$ cat src/logic/hyper_wdata_pkg.sv
////////////////////////////////////////////////////////////
// HyperBus write-data path shared definitions
// Widths, AXI size codes and the byte-lane view of a word
////////////////////////////////////////////////////////////

package hyper_wdata_pkg;

  ////////////////////////////////////////////////////////////
  // Widths
  ////////////////////////////////////////////////////////////

  localparam int unsigned DATA_W = 32;
  localparam int unsigned STRB_W = DATA_W / 8;
  localparam int unsigned LSB_W  = $clog2(STRB_W);  // Byte address inside one word
  localparam int unsigned LEN_W  = 8;               // Beats minus one, as on AXI
  localparam int unsigned SIZE_W = 3;

  ////////////////////////////////////////////////////////////
  // AXI size codes
  ////////////////////////////////////////////////////////////

  localparam logic [SIZE_W-1:0] SIZE_BYTE = 3'd0;
  localparam logic [SIZE_W-1:0] SIZE_HALF = 3'd1;
  localparam logic [SIZE_W-1:0] SIZE_WORD = 3'd2;

  ////////////////////////////////////////////////////////////
  // Data word
  ////////////////////////////////////////////////////////////

  // The upsizer places bytes by lane, everything else moves whole words
  typedef union packed {
    logic [DATA_W-1:0]            word;
    logic [STRB_W-1:0][7:0]       lanes;
  } hyper_word_u;

endpackage

$ cat src/logic/hyper_aw_tracker.sv
////////////////////////////////////////////////////////////
// Write command tracker
// Holds one burst at a time and opens the W channel for it
////////////////////////////////////////////////////////////

`timescale 1ns/100ps

module hyper_aw_tracker
  import hyper_wdata_pkg::*;
(
  input  logic              clk_i,
  input  logic              rst_ni,
  input  logic              aw_valid_i,
  input  logic [SIZE_W-1:0] aw_size_i,
  input  logic [LSB_W-1:0]  aw_addr_i,
  input  logic [LEN_W-1:0]  aw_len_i,
  output logic              aw_ready_o,
  input  logic              w_xfer_last_i,
  output logic              burst_start_o,
  output logic [SIZE_W-1:0] burst_size_o,
  output logic [LSB_W-1:0]  burst_addr_o,
  output logic [LEN_W-1:0]  burst_len_o,
  output logic              w_open_o
);

  typedef enum logic {Idle, Open} aw_state_e;

  aw_state_e state_q;
  logic      aw_xfer;

  assign aw_ready_o = (state_q == Idle);
  assign aw_xfer    = aw_valid_i & aw_ready_o;
  assign w_open_o   = (state_q == Open);

  always_ff @(posedge clk_i or negedge rst_ni) begin
    if (!rst_ni) begin
      state_q       <= Idle;
      burst_start_o <= 1'b0;
    end else begin
      burst_start_o <= aw_xfer;  // One cycle after the accept
      if (aw_xfer) begin
        state_q <= Open;
      end else if (w_xfer_last_i) begin
        state_q <= Idle;
      end
    end
  end

  // Command fields stay put until the next accept
  always_ff @(posedge clk_i) begin
    if (aw_xfer) begin
      burst_size_o <= aw_size_i;
      burst_addr_o <= aw_addr_i;
      burst_len_o  <= aw_len_i;
    end
  end

  // Nothing wider than the data bus enters this path
  a_size_legal: assert property (@(posedge clk_i) disable iff (!rst_ni)
    aw_valid_i |-> aw_size_i <= SIZE_WORD);

  // Full-width bursts are never split, so they must start on a word
  a_word_aligned: assert property (@(posedge clk_i) disable iff (!rst_ni)
    aw_valid_i && aw_size_i == SIZE_WORD |-> aw_addr_i == '0);

endmodule

$ cat src/logic/hyper_upsizer.sv
////////////////////////////////////////////////////////////
// Write upsizer
// Packs 8 and 16 bit beats into full words with byte strobes
////////////////////////////////////////////////////////////

`timescale 1ns/100ps

module hyper_upsizer
  import hyper_wdata_pkg::*;
(
  input  logic              clk_i,
  input  logic              rst_ni,
  input  logic [SIZE_W-1:0] size_i,
  input  logic [LSB_W-1:0]  start_addr_i,
  input  logic              trans_start_i,
  input  logic              valid_i,
  input  logic [DATA_W-1:0] data_i,
  input  logic [STRB_W-1:0] strb_i,
  input  logic              last_i,
  output logic              ready_o,
  output logic              sel_o,
  output logic              valid_o,
  output logic [DATA_W-1:0] data_o,
  output logic [STRB_W-1:0] strb_o,
  output logic              last_o,
  input  logic              ready_i
);

  typedef enum logic [1:0] {
    Idle,
    Sample,
    WaitReady,
    WaitNextTrans
  } up_state_e;

  up_state_e         state_q, state_d;
  hyper_word_u       beat_w;
  hyper_word_u       word_q, word_d;
  logic [STRB_W-1:0] strb_q, strb_d;
  logic              last_q, last_d;
  logic [LSB_W-1:0]  idx_q, idx_d;
  logic              pend_q, pend_d;

  logic              narrow;
  logic              beat;
  logic              handoff;
  logic [LSB_W:0]    beat_bytes;
  logic [LSB_W:0]    idx_end;    // One past the last lane this beat fills
  logic              go;

  assign beat_w.word = data_i;

  assign narrow     = (size_i != SIZE_WORD);
  assign beat       = valid_i & ready_o;
  assign handoff    = valid_o & ready_i;
  assign beat_bytes = (LSB_W+1)'(1) << size_i;
  assign idx_end    = {1'b0, idx_q} + beat_bytes;
  assign go         = trans_start_i | pend_q;

  // While a word waits for the buffer the W beats stay parked on this side
  assign sel_o   = (state_q == WaitReady) | narrow;
  assign ready_o = (state_q == Sample);
  assign valid_o = (state_q == WaitReady);
  assign data_o  = word_q.word;
  assign strb_o  = strb_q;
  assign last_o  = last_q;

  ////////////////////////////////////////////////////////////
  // Packing
  ////////////////////////////////////////////////////////////

  always_comb begin
    word_d = word_q;
    strb_d = strb_q;
    last_d = last_q;
    idx_d  = idx_q;
    if (handoff) begin
      word_d = '0;  // Unwritten lanes of the next word read as zero
      strb_d = '0;
      last_d = 1'b0;
    end else if (beat) begin
      for (int k = 0; k < STRB_W; k++) begin
        if (k >= idx_q && k < idx_end) begin
          word_d.lanes[k] = beat_w.lanes[k];
          strb_d[k]       = strb_i[k];
        end
      end
      last_d = last_i;
    end
    if (trans_start_i) begin
      idx_d = start_addr_i;
    end else if (beat) begin
      idx_d = idx_end[LSB_W-1:0];
    end
  end

  ////////////////////////////////////////////////////////////
  // Control
  ////////////////////////////////////////////////////////////

  always_comb begin
    state_d = state_q;
    pend_d  = pend_q;
    case (state_q)
      Idle, WaitNextTrans: begin
        if (trans_start_i) begin
          state_d = narrow ? Sample : Idle;
        end
      end
      Sample: begin
        // Emit on a filled lane 3 or on the closing beat
        if (beat && (idx_end[LSB_W] || last_i)) begin
          state_d = WaitReady;
        end
      end
      WaitReady: begin
        if (trans_start_i) pend_d = 1'b1;  // Next command came in early
        if (ready_i) begin
          if (!last_q) begin
            state_d = Sample;
          end else if (go) begin
            state_d = narrow ? Sample : Idle;
            pend_d  = 1'b0;
          end else begin
            state_d = WaitNextTrans;
          end
        end
      end
      default: state_d = Idle;
    endcase
  end

  always_ff @(posedge clk_i or negedge rst_ni) begin
    if (!rst_ni) begin
      state_q <= Idle;
      pend_q  <= 1'b0;
      idx_q   <= '0;
      word_q  <= '0;
      strb_q  <= '0;
      last_q  <= 1'b0;
    end else begin
      state_q <= state_d;
      pend_q  <= pend_d;
      idx_q   <= idx_d;
      word_q  <= word_d;
      strb_q  <= strb_d;
      last_q  <= last_d;
    end
  end

  // The next burst only starts once the closing beat has left Sample
  a_start_after_last: assert property (@(posedge clk_i) disable iff (!rst_ni)
    trans_start_i |-> state_q != Sample);

  // Halfword beats sit on even addresses
  a_beat_aligned: assert property (@(posedge clk_i) disable iff (!rst_ni)
    beat && size_i == SIZE_HALF |-> !idx_q[0]);

endmodule

$ cat src/logic/hyper_wdata_steer.sv
////////////////////////////////////////////////////////////
// Write beat steering
// Routes beats through the upsizer or past it to the buffer
////////////////////////////////////////////////////////////

`timescale 1ns/100ps

module hyper_wdata_steer
  import hyper_wdata_pkg::*;
(
  input  logic              sel_i,
  input  logic              w_valid_i,
  input  logic [DATA_W-1:0] w_data_i,
  input  logic [STRB_W-1:0] w_strb_i,
  input  logic              w_last_i,
  output logic              w_ready_o,
  output logic              up_valid_o,
  input  logic              up_ready_i,
  input  logic              up_word_valid_i,
  input  logic [DATA_W-1:0] up_word_data_i,
  input  logic [STRB_W-1:0] up_word_strb_i,
  input  logic              up_word_last_i,
  output logic              up_word_ready_o,
  output logic              buf_valid_o,
  output logic [DATA_W-1:0] buf_data_o,
  output logic [STRB_W-1:0] buf_strb_o,
  output logic              buf_last_o,
  input  logic              buf_ready_i
);

  hyper_word_u beat_w;
  hyper_word_u up_w;

  assign beat_w.word = w_data_i;
  assign up_w.word   = up_word_data_i;

  // Beat side
  assign up_valid_o = sel_i & w_valid_i;
  assign w_ready_o  = sel_i ? up_ready_i : buf_ready_i;

  // Buffer side
  assign buf_valid_o     = sel_i ? up_word_valid_i : w_valid_i;
  assign buf_data_o      = sel_i ? up_w.word : beat_w.word;
  assign buf_strb_o      = sel_i ? up_word_strb_i : w_strb_i;
  assign buf_last_o      = sel_i ? up_word_last_i : w_last_i;
  assign up_word_ready_o = sel_i & buf_ready_i;

  // The upsizer keeps its select while it still owns a word, else that word and a
  // bypass beat would race for the buffer
  always_comb begin
    a_no_double_offer: assert final (!(up_word_valid_i && !sel_i));
  end

endmodule

$ cat src/logic/hyper_word_buf.sv
////////////////////////////////////////////////////////////
// Two-entry word FIFO toward the HyperBus PHY
////////////////////////////////////////////////////////////

`timescale 1ns/100ps

module hyper_word_buf
  import hyper_wdata_pkg::*;
(
  input  logic              clk_i,
  input  logic              rst_ni,
  input  logic              in_valid_i,
  input  logic [DATA_W-1:0] in_data_i,
  input  logic [STRB_W-1:0] in_strb_i,
  input  logic              in_last_i,
  output logic              in_ready_o,
  output logic              out_valid_o,
  output logic [DATA_W-1:0] out_data_o,
  output logic [STRB_W-1:0] out_strb_o,
  output logic              out_last_o,
  input  logic              out_ready_i
);

  logic [1:0][DATA_W-1:0] data_q;
  logic [1:0][STRB_W-1:0] strb_q;
  logic [1:0]             last_q;
  logic                   wr_ptr_q, rd_ptr_q;
  logic [1:0]             count_q;
  logic                   wr_en, rd_en;

  assign in_ready_o  = (count_q != 2'd2);
  assign out_valid_o = (count_q != 2'd0);
  assign wr_en       = in_valid_i & in_ready_o;
  assign rd_en       = out_valid_o & out_ready_i;

  assign out_data_o = data_q[rd_ptr_q];
  assign out_strb_o = strb_q[rd_ptr_q];
  assign out_last_o = last_q[rd_ptr_q];

  always_ff @(posedge clk_i or negedge rst_ni) begin
    if (!rst_ni) begin
      wr_ptr_q <= 1'b0;
      rd_ptr_q <= 1'b0;
      count_q  <= 2'd0;
    end else begin
      if (wr_en) wr_ptr_q <= ~wr_ptr_q;
      if (rd_en) rd_ptr_q <= ~rd_ptr_q;
      count_q <= count_q + 2'(wr_en) - 2'(rd_en);
    end
  end

  always_ff @(posedge clk_i) begin
    if (wr_en) begin
      data_q[wr_ptr_q] <= in_data_i;
      strb_q[wr_ptr_q] <= in_strb_i;
      last_q[wr_ptr_q] <= in_last_i;
    end
  end

  // A word held off by a full buffer waits unchanged at the input
  a_full_hold: assert property (@(posedge clk_i) disable iff (!rst_ni)
    in_valid_i && !in_ready_o |=> in_valid_i && $stable(in_data_i) && $stable(in_strb_i)
                                  && $stable(in_last_i));

endmodule

$ cat src/logic/hyper_wdata_top.sv
////////////////////////////////////////////////////////////
// HyperBus write-data path
// Command tracker, beat steering, upsizer and PHY word buffer
////////////////////////////////////////////////////////////

`timescale 1ns/100ps

module hyper_wdata_top
  import hyper_wdata_pkg::*;
(
  input  logic              clk_i,
  input  logic              rst_ni,
  input  logic              aw_valid_i,
  input  logic [SIZE_W-1:0] aw_size_i,
  input  logic [LSB_W-1:0]  aw_addr_i,
  input  logic [LEN_W-1:0]  aw_len_i,
  output logic              aw_ready_o,
  input  logic              w_valid_i,
  input  logic [DATA_W-1:0] w_data_i,
  input  logic [STRB_W-1:0] w_strb_i,
  input  logic              w_last_i,
  output logic              w_ready_o,
  output logic              phy_valid_o,
  output logic [DATA_W-1:0] phy_data_o,
  output logic [STRB_W-1:0] phy_strb_o,
  output logic              phy_last_o,
  input  logic              phy_ready_i
);

  logic              burst_start, w_open, w_xfer_last;
  logic [SIZE_W-1:0] burst_size;
  logic [LSB_W-1:0]  burst_addr;
  logic              w_valid_open, steer_w_ready, sel;
  logic              up_valid, up_ready;
  logic              up_word_valid, up_word_last, up_word_ready;
  logic [DATA_W-1:0] up_word_data;
  logic [STRB_W-1:0] up_word_strb;
  logic              buf_valid, buf_last, buf_ready;
  logic [DATA_W-1:0] buf_data;
  logic [STRB_W-1:0] buf_strb;

  // Beats only count while a burst is open
  assign w_valid_open = w_valid_i & w_open;
  assign w_ready_o    = steer_w_ready & w_open;
  assign w_xfer_last  = w_valid_i & w_ready_o & w_last_i;

  // The burst length is not needed downstream, beats end on w_last_i
  hyper_aw_tracker u_tracker (
    .clk_i, .rst_ni,
    .aw_valid_i, .aw_size_i, .aw_addr_i, .aw_len_i, .aw_ready_o,
    .w_xfer_last_i (w_xfer_last),
    .burst_start_o (burst_start),
    .burst_size_o  (burst_size),
    .burst_addr_o  (burst_addr),
    .burst_len_o   (),
    .w_open_o      (w_open)
  );

  hyper_wdata_steer u_steer (
    .sel_i (sel),
    .w_valid_i (w_valid_open), .w_data_i, .w_strb_i, .w_last_i,
    .w_ready_o (steer_w_ready),
    .up_valid_o (up_valid), .up_ready_i (up_ready),
    .up_word_valid_i (up_word_valid), .up_word_data_i (up_word_data),
    .up_word_strb_i (up_word_strb), .up_word_last_i (up_word_last),
    .up_word_ready_o (up_word_ready),
    .buf_valid_o (buf_valid), .buf_data_o (buf_data), .buf_strb_o (buf_strb),
    .buf_last_o (buf_last), .buf_ready_i (buf_ready)
  );

  hyper_upsizer u_upsizer (
    .clk_i, .rst_ni,
    .size_i (burst_size), .start_addr_i (burst_addr), .trans_start_i (burst_start),
    .valid_i (up_valid), .data_i (w_data_i), .strb_i (w_strb_i), .last_i (w_last_i),
    .ready_o (up_ready), .sel_o (sel),
    .valid_o (up_word_valid), .data_o (up_word_data), .strb_o (up_word_strb),
    .last_o (up_word_last), .ready_i (up_word_ready)
  );

  hyper_word_buf u_word_buf (
    .clk_i, .rst_ni,
    .in_valid_i (buf_valid), .in_data_i (buf_data), .in_strb_i (buf_strb),
    .in_last_i (buf_last), .in_ready_o (buf_ready),
    .out_valid_o (phy_valid_o), .out_data_o (phy_data_o), .out_strb_o (phy_strb_o),
    .out_last_o (phy_last_o), .out_ready_i (phy_ready_i)
  );

endmodule

$ cat config.mk
export PLATFORM = sky130hd
export DESIGN_NAME = hyper_wdata_top
export DESIGN_NICKNAME = d
export VERILOG_FILES = /design/src/logic/hyper_wdata_pkg.sv /design/src/logic/hyper_aw_tracker.sv /design/src/logic/hyper_upsizer.sv /design/src/logic/hyper_wdata_steer.sv /design/src/logic/hyper_word_buf.sv /design/src/logic/hyper_wdata_top.sv
export SDC_FILE = /design/constraint.sdc
export NUM_CORES = 1
export LEC_CHECK = 0
export BUFFER_PORTS_ARGS = -buffer_cell sky130_fd_sc_hd__buf_4
export CAP_MARGIN = 30
export CORE_MARGIN = 4
export CORE_UTILIZATION = 50
export CTS_CLUSTER_DIAMETER = 40
export CTS_CLUSTER_SIZE = 40
export DETAILED_ROUTE_END_ITERATION = 16
export PLACE_DENSITY = 0.8
export SLEW_MARGIN = 10
export SYNTH_ARGS = -nofsm -noshare
export SYNTH_HDL_FRONTEND = slang
export SYNTH_SLANG_ARGS = --single-unit
$ cat constraint.sdc
create_clock -name clk_i -period 8.5 [get_ports clk_i]
set_clock_uncertainty 0.15 [all_clocks]
set_input_delay 1.275 -clock clk_i [delete_from_list [all_inputs] [get_ports clk_i]]
set_output_delay 1.275 -clock clk_i [all_outputs]
set_load 0.05 [all_outputs]
==> results of run 1 <==
-- cells by family (layout without fill, tap and decap cells) --
kind of cell	Yosys count	count (layout)	synth area share [%]
simple gates	180	180	13.9
flops	127	127	59.0
compound gates	95	95	12.1
mux	45	45	8.25
buf+inv	37	137	3.91
fa+ha+maj	6	6	1.36
xor+xnor	6	6	1.49
-- per-layer routing --
| metal | track usage [%] | share of wire (%) |
|---|---|---|
| met1 | 23.9 | 41 |
| met2 | 33.1 | 51 |
| met3 | 5.43 | 5.4 |
| met4 | 8.86 | 2.9 |
| met5 | 0 | 0 |
-- Yosys cell counts, types with 2 or more instances --
cell type and count:
nor2b_1 4, mux2_2 39, nor2_1 6, nand2_1 118, nor3_1 5, nor3b_2 2, nand3_1 29, edfxtp_1 79
and2_1 3, nand3_2 2, clkbuf_1 5, dfrtp_1 48, buf_6 9, o31ai_1 9, o21ai_0 13, a21oi_1 18
o211ai_2 9, o31ai_2 9, xnor2_1 2, buf_2 11, ha_1 5, inv_1 10, a21oi_2 22, mux2i_1 6
xor2_1 2, o21ai_1 10
-- sequential cells by signal, indices dropped and copies added, names as in the netlist, 2 cells and up --
signal and count:
u_word_buf.last_q 2, u_word_buf.data_q 64, u_upsizer.strb_o 4, u_tracker.burst_size_o 3, u_upsizer.idx_q 2, u_word_buf.count_q 2, u_upsizer.data_o 32, u_upsizer.state_q 2
u_word_buf.strb_q 8, u_tracker.burst_addr_o 2
-- stage by stage --
| step | utilization, % | instance area [um2] | instances | hold WS [ns] | worst slack [ns] |
|---|---|---|---|---|---|
| finish | 63.8 | 7410 | 739 | 0.341 | 4.99 |
| global route | 63.8 | 7410 | 739 | 0.366 | 4.88 |
| CTS | 63.8 | 7410 | 738 | 0.350 | 5.00 |
| detailed placement | 58.4 | 6780 | 706 | 0.333 | 5.38 |
| global placement | 58.2 | 6760 | 705 | 0.312 | 5.41 |
| floorplan | - | 6050 | 496 | 0.280 | 3.97 |
-- layout make-up --
type                    count  share of cell area [%]
flip-flops and latches    127                    48.2
multi-input cells         332                    30.6
repair buffers             95                    9.85
clock buffers              19                    5.84
clock inverters            13                    2.62
well taps                 143                    2.41
inverters                  10                   0.506
-- critical path: cells and delay by family, from the launching register on --
| kind | cells | cell delay, ns |
|---|---|---|
| adder cells (fa/ha/maj) | 1 | 0.30 |
| buffers and inverters | 2 | 0.26 |
| AND/OR/NAND/NOR | 2 | 0.42 |
| multiplexers | 1 | 0.31 |
| flip-flops | 1 | 0.38 |
-- power by group through the flow --
| stage | combinational (W) | sequential, W | clock, W |
|---|---|---|---|
| final | 0.00113 | 0.000962 | 0.000766 |
| after global routing | 0.00122 | 0.000977 | 0.000810 |
| after detailed placement | 0.00112 | 0.000969 | 0 |
| after floorplan | 0.000872 | 0.000933 | 0 |
| after CTS | 0.00114 | 0.000960 | 0.000772 |
| after global placement | 0.00109 | 0.000958 | 0 |
-- path summary, 6_finish.rpt --
path	start	endpoint	slack (ns)	cells past startpoint
max	u_upsizer.state_q[0]	w_ready_o	4.99	6
min	u_tracker.burst_addr_o[0]	u_upsizer.idx_q[0]	0.34	2
max reg2reg	u_tracker.burst_size_o[0]	u_upsizer.data_o[0]	5.26	8
min reg2reg	u_tracker.burst_addr_o[0]	u_upsizer.idx_q[0]	0.34	2
max in group asynchronous	rst_ni	u_upsizer.strb_o[3]	7.02	1
min in group asynchronous	rst_ni	u_upsizer.data_o[6]	0.73	1
==> flow_summary.json, run 1 <==
{
  "status": "finished, final reports clean",
  "worstMarginPinSlew_ns": 0.953,
  "path_class": "flip-flop to primary output",
  "synth_ff_type": "edfxtp_1",
  "num_antenna_cells": 0,
  "p_total_w": 0.00286,
  "drv_slew": 0,
  "seqCellArea_um2": 3570,
  "swShare_pct": 38.0,
  "slowest_stage": "dfrtp_1",
  "cts_hold_buf": 0,
  "syn_avg_cell_area_um2": 12.2,
  "grt_max_degree": 49,
  "die_h_um": 118,
  "period_minus_slack_ns": 3.51,
  "clock_path_buffers": 2,
  "tritoncts": "yes",
  "mostFrequentLayoutCells": "nand2_1 (118), buf_4 (93), edfxtp_1 (79)",
  "post_cts_buffers": 0,
  "cp_data_required_time_ns": 7.07,
  "port_buffers": 86,
  "rsz0062_at_grt": "false",
  "synth_top_area_share_pct": 39.2,
  "routed_wl_mm": 13.2,
  "dp_hpwl_mm": 8.42,
  "ys_types": 47,
  "fin_nets": 644,
  "grt_pass1_vias": 4375,
  "peakVddDrop_v": 0.000192,
  "synthCells": 496,
  "antenna_found_initial": 0,
  "h-tree-depth": 4,
  "syn_nets": 557,
  "multiInputGateArea_um2": 2270,
  "cts_root_buf": "clkbuf_16",
  "seq_area_frac_synth_pct": 59.0,
  "cp.arrival_ns": 2.09,
  "vias_per_cell": 5.68,
  "synth.largest_area_cell": "edfxtp_1",
  "cpPeakStageDelay_ns": 0.38,
  "wire_per_inst_um": 17.9,
  "async_flop_share_pct": 37.8,
  "overflow": 0,
  "setup_violations": 0,
  "syn2layout_area_growth_pct": 22.5,
  "clkTransAtPathRegs_ns": 0.05,
  "synth_seq_cells": 127,
  "cp_max_fo": 7,
  "rows": 39,
  "post-route-drc-count": 0,
  "p_clk_share_pct": 26.8,
  "drt-pass1-iter-count": 5,
  "synth-edff-count": 79,
  "fill_cells": 859,
  "gr-usage-all-layers_pct": 19.7,
  "yosys_warnings": 0,
  "grt_pass1_wl_mm": 21.8,
  "final_layout_size_suffix_gt1_share_pct": 36.6,
  "initial_utilization_pct": 52.1,
  "synthTopCellsByArea": "edfxtp_1 (39%), dfrtp_1 (20%), nand2_1 (7.3%)",
  "comb_power_share_pct": 39.6,
  "p_int_w": 0.00177,
  "setup_tns_ns": 0,
  "cts.sinks": 127,
  "layout_commonest_cell": "nand2_1",
  "core-area_um2": 11600,
  "dieArea_um2": 13900,
  "pwr-share-seq_pct": 33.6,
  "cap_violations": 0,
  "routed-via-count": 4194,
  "power_density_nw_per_um2": 386,
  "holdCritPathClass": "flip-flop to flip-flop",
  "synth_area_um2": 6050,
  "gp_congestion": 0.783,
  "cts_buffers": 17,
  "cp_cell_sequence": "inv_1 -> ha_1 -> nor4b_4 -> mux2i_1 -> nor2_1 -> buf_4",
  "clock_latency_ns": 0.41,
  "p_sw_w": 0.00109,
  "first_iter_violations": 311,
  "end_kind": "primary output",
  "start_kind": "flip-flop",
  "die_w_um": 118,
  "fin_crit_sh_pct": 41.3,
  "hold_viol": 0,
  "ant_nets": 0,
  "io_pins": 95,
  "relSlewSlack_pct": 36.4,
  "p_leak_nw": 3.03,
  "fmax_mhz": 285,
  "cts_resized": 0
}
Power figures use the tool's default switching activity.
==> run 2: changes to the inputs <==
Clock period 8.5 ns to 3.6 ns, I/O delays scaled along.
==> run 2 against run 1 <==
The run now ends with negative hold slack left. Final area fell by 0.59%. Worst hold slack worse by 0.35 ns. Sequential power grew 130%. Register-to-register slack lost 4.8 ns. Setup slack worse by 4.5 ns. Global-route usage decreased by 0.54 points. Final cell count up 0.14%. Largest cell class unchanged.
==> flow_summary.json, run 2 (same netlist as run 1, synthesis figures left out) <==
{
  "post-route-drc-count": 0,
  "clock_path_buffers": 2,
  "cts_root_buf": "clkbuf_16",
  "dieArea_um2": 13900,
  "tritoncts": "yes",
  "fill_cells": 858,
  "drt-pass1-iter-count": 6,
  "cts_buffers": 17,
  "rsz0062_at_grt": "false",
  "holdCritPathClass": "input pin to async pin",
  "final_layout_size_suffix_gt1_share_pct": 37.4,
  "cts.sinks": 127,
  "setup_violations": 0,
  "hold_ws_ns": -0.00918,
  "die_h_um": 118,
  "fmax_mhz": 319,
  "start_kind": "flip-flop",
  "place_inst": 708,
  "dpl_worst_slack_ns": 0.550,
  "routed_wl_mm": 13.1,
  "power_density_nw_per_um2": 895,
  "worstMarginPinSlew_ns": 0.933,
  "first_iter_violations": 312,
  "clock_latency_ns": 0.41,
  "cts_resized": 0,
  "finalNonFillerCells": 740,
  "relSlewSlack_pct": 37.8,
  "cts_hold_buf": 0,
  "dp_hpwl_mm": 8.42,
  "fin_crit_sh_pct": 87.0,
  "ant_nets": 0,
  "gp_congestion": 0.801,
  "period_minus_slack_ns": 3.13,
  "overflow": 0,
  "core-area_um2": 11600,
  "routed-via-count": 4178,
  "reg2reg_depth": 8,
  "end_kind": "flip-flop",
  "initial_utilization_pct": 52.1,
  "antenna_found_initial": 0,
  "num_antenna_cells": 0,
  "setup_tns_ns": 0,
  "fin_nets": 645,
  "die_w_um": 118,
  "rows": 39,
  "r2r_start": "u_tracker.burst_size_o[0]",
  "peakVddDrop_v": 0.000379,
  "cp-startpoint": "u_tracker.burst_size_o[0]",
  "largest-register": "u_word_buf.data_q",
  "cp.arrival_ns": 3.31,
  "path_class": "flip-flop to flip-flop",
  "layout_commonest_cell": "nand2_1",
  "fin_ws_ns": 0.469,
  "cap_violations": 0,
  "grt_pass1_wl_mm": 21.3,
  "post_cts_buffers": 0,
  "gr-usage-all-layers_pct": 19.2,
  "cp_max_fo": 9,
  "port_buffers": 86,
  "syn2layout_area_growth_pct": 21.7,
  "io_pins": 95,
  "wire_per_inst_um": 17.7,
  "vias_per_cell": 5.65,
  "grt_max_degree": 49,
  "cp_data_required_time_ns": 3.78,
  "h-tree-depth": 4,
  "largest_reg_flops": 64,
  "status": "finished, violations left",
  "clkTransAtPathRegs_ns": 0.06,
  "mostFrequentLayoutCells": "nand2_1 (118), buf_4 (96), edfxtp_1 (79)",
  "p_leak_nw": 3.00,
  "drv_slew": 0,
  "grt_pass1_vias": 4335,
  "violations": "negative hold slack",
  "hold_viol": 6
}
-- run 2: power by group --
part           internal, W  switching [W]  total [W]
registers          0.00205       0.000213    0.00226
logic             0.000922        0.00175    0.00268
clock network      0.00102       0.000637    0.00166
-- run 2: area by class of cell --
| class | count | area [um2] | area share (%) |
|---|---|---|---|
| multi-input combinational | 332 | 2270 | 30.8 |
| clock buffer | 17 | 425 | 5.77 |
| clock inverter | 15 | 161 | 2.19 |
| sequential | 127 | 3570 | 48.5 |
| timing repair buffer | 96 | 721 | 9.78 |
| inverter | 10 | 37.5 | 0.509 |
| tap | 143 | 179 | 2.43 |
-- run 2: critical path: stages (launching register included) --
cell and delay, ns:
edfxtp_1 0.49, nor3_1 0.29, ha_1 0.18, inv_1 0.05, fa_1 0.65, and3b_1 0.32
mux2i_1 0.59, nand3_1 0.16, a21oi_1 0.16
-- run 2: layer usage --
metal | track usage (%) | vias up | wire, um
met5 | 0 | - | 0
li1 | - | 1960 | -
met1 | 22.6 | 2040 | 5140
met3 | 5.14 | 24 | 634
met4 | 8.13 | 0 | 329
met2 | 33.2 | 154 | 6960
-- run 2: metrics by stage --
step	util (%)	hold slack (ns)	area [um2]	total power, W
after global routing	63.5	0.0321	7370	0.00692
after global placement	58.4	0.306	6780	0.00485
after CTS	63.5	0.00928	7370	0.00663
after floorplan	-	0.0944	6060	0.00426
after detailed placement	58.4	0.305	6780	0.00495
final	63.5	-0.00918	7370	0.00660
-- run 2: path summary, 6_finish.rpt --
check	to	slack, ns
max in group asynchronous	u_upsizer.data_o[2]	2.85
max reg2reg	u_upsizer.strb_o[0]	0.47
min in group clk_i	u_tracker.burst_size_o[0]	0.15
min reg2reg	u_upsizer.idx_q[0]	0.31
max	u_upsizer.strb_o[0]	0.47
min	u_word_buf.rd_ptr_q	-0.009
==> run 3: changes to the inputs <==
Settings changed: SETUP_SLACK_MARGIN set to 0.5.
==> run 3 against run 2 <==
The flow still finishes with violations (negative hold slack). Non-clock buffer count unchanged. Core utilization up 0.17 points. Maximum frequency up 11%. Die area unchanged.
==> flow_summary.json, run 3 (same netlist as run 1, synthesis figures left out) <==
{
  "status": "finished, violations left",
  "violations": "negative hold slack",
  "initial_utilization_pct": 52.1,
  "routed_wl_mm": 13.0,
  "cp_data_required_time_ns": 3.79,
  "period_minus_slack_ns": 2.82,
  "start_kind": "flip-flop",
  "die_w_um": 118,
  "largest-register": "u_word_buf.data_q",
  "dieArea_um2": 13900,
  "final_layout_size_suffix_gt1_share_pct": 37.9,
  "seqCellArea_um2": 3570,
  "overflow": 0,
  "hold_viol": 5,
  "pwr-share-seq_pct": 34.2,
  "hold_ws_ns": -0.00791,
  "holdCritPathClass": "input pin to async pin",
  "worstMarginPinSlew_ns": 0.936,
  "p_clk_share_pct": 25.1,
  "antenna_found_initial": 0,
  "fill_cells": 854,
  "p_sw_w": 0.00261,
  "gp_congestion": 0.801,
  "cap_violations": 0,
  "tritoncts": "yes",
  "drv_slew": 0,
  "fin_util_pct": 63.6,
  "largest_reg_flops": 64,
  "fin_crit_sh_pct": 78.2,
  "dp_hpwl_mm": 8.42,
  "p_leak_nw": 3.00,
  "post_cts_buffers": 0,
  "cp.arrival_ns": 3.01,
  "p_total_w": 0.00661,
  "cp_cell_sequence": "nor3_1 -> ha_1 -> inv_1 -> fa_2 -> nor2b_1 -> buf_4 -> nor3b_4 -> o31ai_1 -> a21oi_2",
  "cts.sinks": 127,
  "power_density_nw_per_um2": 894,
  "grt_pass1_vias": 4335,
  "peakVddDrop_v": 0.000380,
  "core-area_um2": 11600,
  "cpPeakStageDelay_ns": 0.58,
  "grt_pass1_wl_mm": 21.3,
  "vias_per_cell": 5.62,
  "port_buffers": 86,
  "die_h_um": 118,
  "clock_latency_ns": 0.41,
  "slowest_stage": "fa_2",
  "wire_per_inst_um": 17.5,
  "ant_nets": 0,
  "mostFrequentLayoutCells": "nand2_1 (118), buf_4 (96), edfxtp_1 (79)",
  "rows": 39,
  "drt-pass1-iter-count": 5,
  "comb_power_share_pct": 40.7,
  "cp_max_fo": 10,
  "layout_commonest_cell": "nand2_1",
  "routed-via-count": 4158,
  "grt_max_degree": 49,
  "num_antenna_cells": 0,
  "syn2layout_area_growth_pct": 22.1,
  "end_kind": "flip-flop",
  "path_class": "flip-flop to flip-flop",
  "io_pins": 95,
  "cts_root_buf": "clkbuf_16",
  "use_met2_pct": 33.2,
  "p_int_w": 0.00400,
  "cts_buffers": 17,
  "h-tree-depth": 4,
  "top_usage_layer": "met2",
  "clkTransAtPathRegs_ns": 0.06,
  "rsz0062_at_grt": "false",
  "swShare_pct": 39.5,
  "relSlewSlack_pct": 37.6,
  "fin_nets": 645,
  "met3_usage_pct": 5.14,
  "setup_violations": 0,
  "met1_usage_pct": 22.6,
  "gr-usage-all-layers_pct": 19.2,
  "first_iter_violations": 306,
  "clock_path_buffers": 2,
  "multiInputGateArea_um2": 2290,
  "setup_tns_ns": 0,
  "post-route-drc-count": 0,
  "fmax_mhz": 355
}
## run 3: cell types whose count changed in the layout (fill, tap and decap cells not counted)
cell | before | now
mux2i_4 | 0 | 1
fa_1 | 1 | 0
fa_2 | 0 | 1
mux2i_1 | 6 | 5
nor3b_2 | 2 | 3
nor3b_1 | 1 | 0
## run 3: final timing paths
kind	startpoint	end	slack, ns	cells after the start
worst min-delay path	rst_ni	u_word_buf.rd_ptr_q	-0.008	1
worst max register to register	u_tracker.burst_size_o[0]	u_upsizer.data_o[21]	0.78	9
worst max-delay path	u_tracker.burst_size_o[0]	u_upsizer.data_o[21]	0.78	9
min in group clk_i	aw_size_i[0]	u_tracker.burst_size_o[0]	0.15	1
worst min register to register	u_tracker.burst_addr_o[0]	u_upsizer.idx_q[0]	0.31	2
max in group asynchronous	rst_ni	u_upsizer.data_o[9]	2.87	1
## run 3: timing repair
item / in CTS / in global routing
gates resized for setup: 0 / 4
hold buffers: 0 / 0
setup endpoints to repair: 0 / 9
## run 3: layout make-up
type                    instances  area share, %
repair buffers                 96           9.75
clock inverters                15           2.18
inverters                      10          0.508
clock buffers                  17           5.76
flip-flops and latches        127           48.3
well taps                     143           2.42
multi-input cells             332           31.0
## run 3: metal layers
| layer | vias up | part of all wire, % |
|---|---|---|
| met1 | 2028 | 39 |
| met4 | 0 | 2.6 |
| met2 | 145 | 53 |
| met3 | 24 | 4.9 |
| li1 | 1961 | - |
| met5 | - | 0 |
## run 3: power by group through the flow
stage / sequential (W) / clock [W] / combinational [W]
global placement: 0.00225 / 0 / 0.00259
CTS: 0.00225 / 0.00168 / 0.00269
finish: 0.00226 / 0.00166 / 0.00269
global route: 0.00229 / 0.00175 / 0.00290
detailed placement: 0.00228 / 0 / 0.00267
floorplan: 0.00220 / 0 / 0.00206
## run 3: critical path, delay by kind of cell (launching register included)
kind	cells	cell delay, ns
and+or+nand+nor	3	0.77
adders and majority gates	2	0.76
DFF	1	0.49
AOI/OAI and AO/OA	2	0.32
buffers and inverters	2	0.25
## run 3: through the flow
step                setup slack [ns]  cell area [um2]  hold WS, ns  instances
floorplan                      0.600             6060       0.0944        496
CTS                            0.505             7370      0.00928        740
global placement               0.658             6780        0.306        708
global route                   0.637             7390       0.0321        740
finish                         0.784             7390     -0.00791        740
detailed placement             0.550             6780        0.305        708
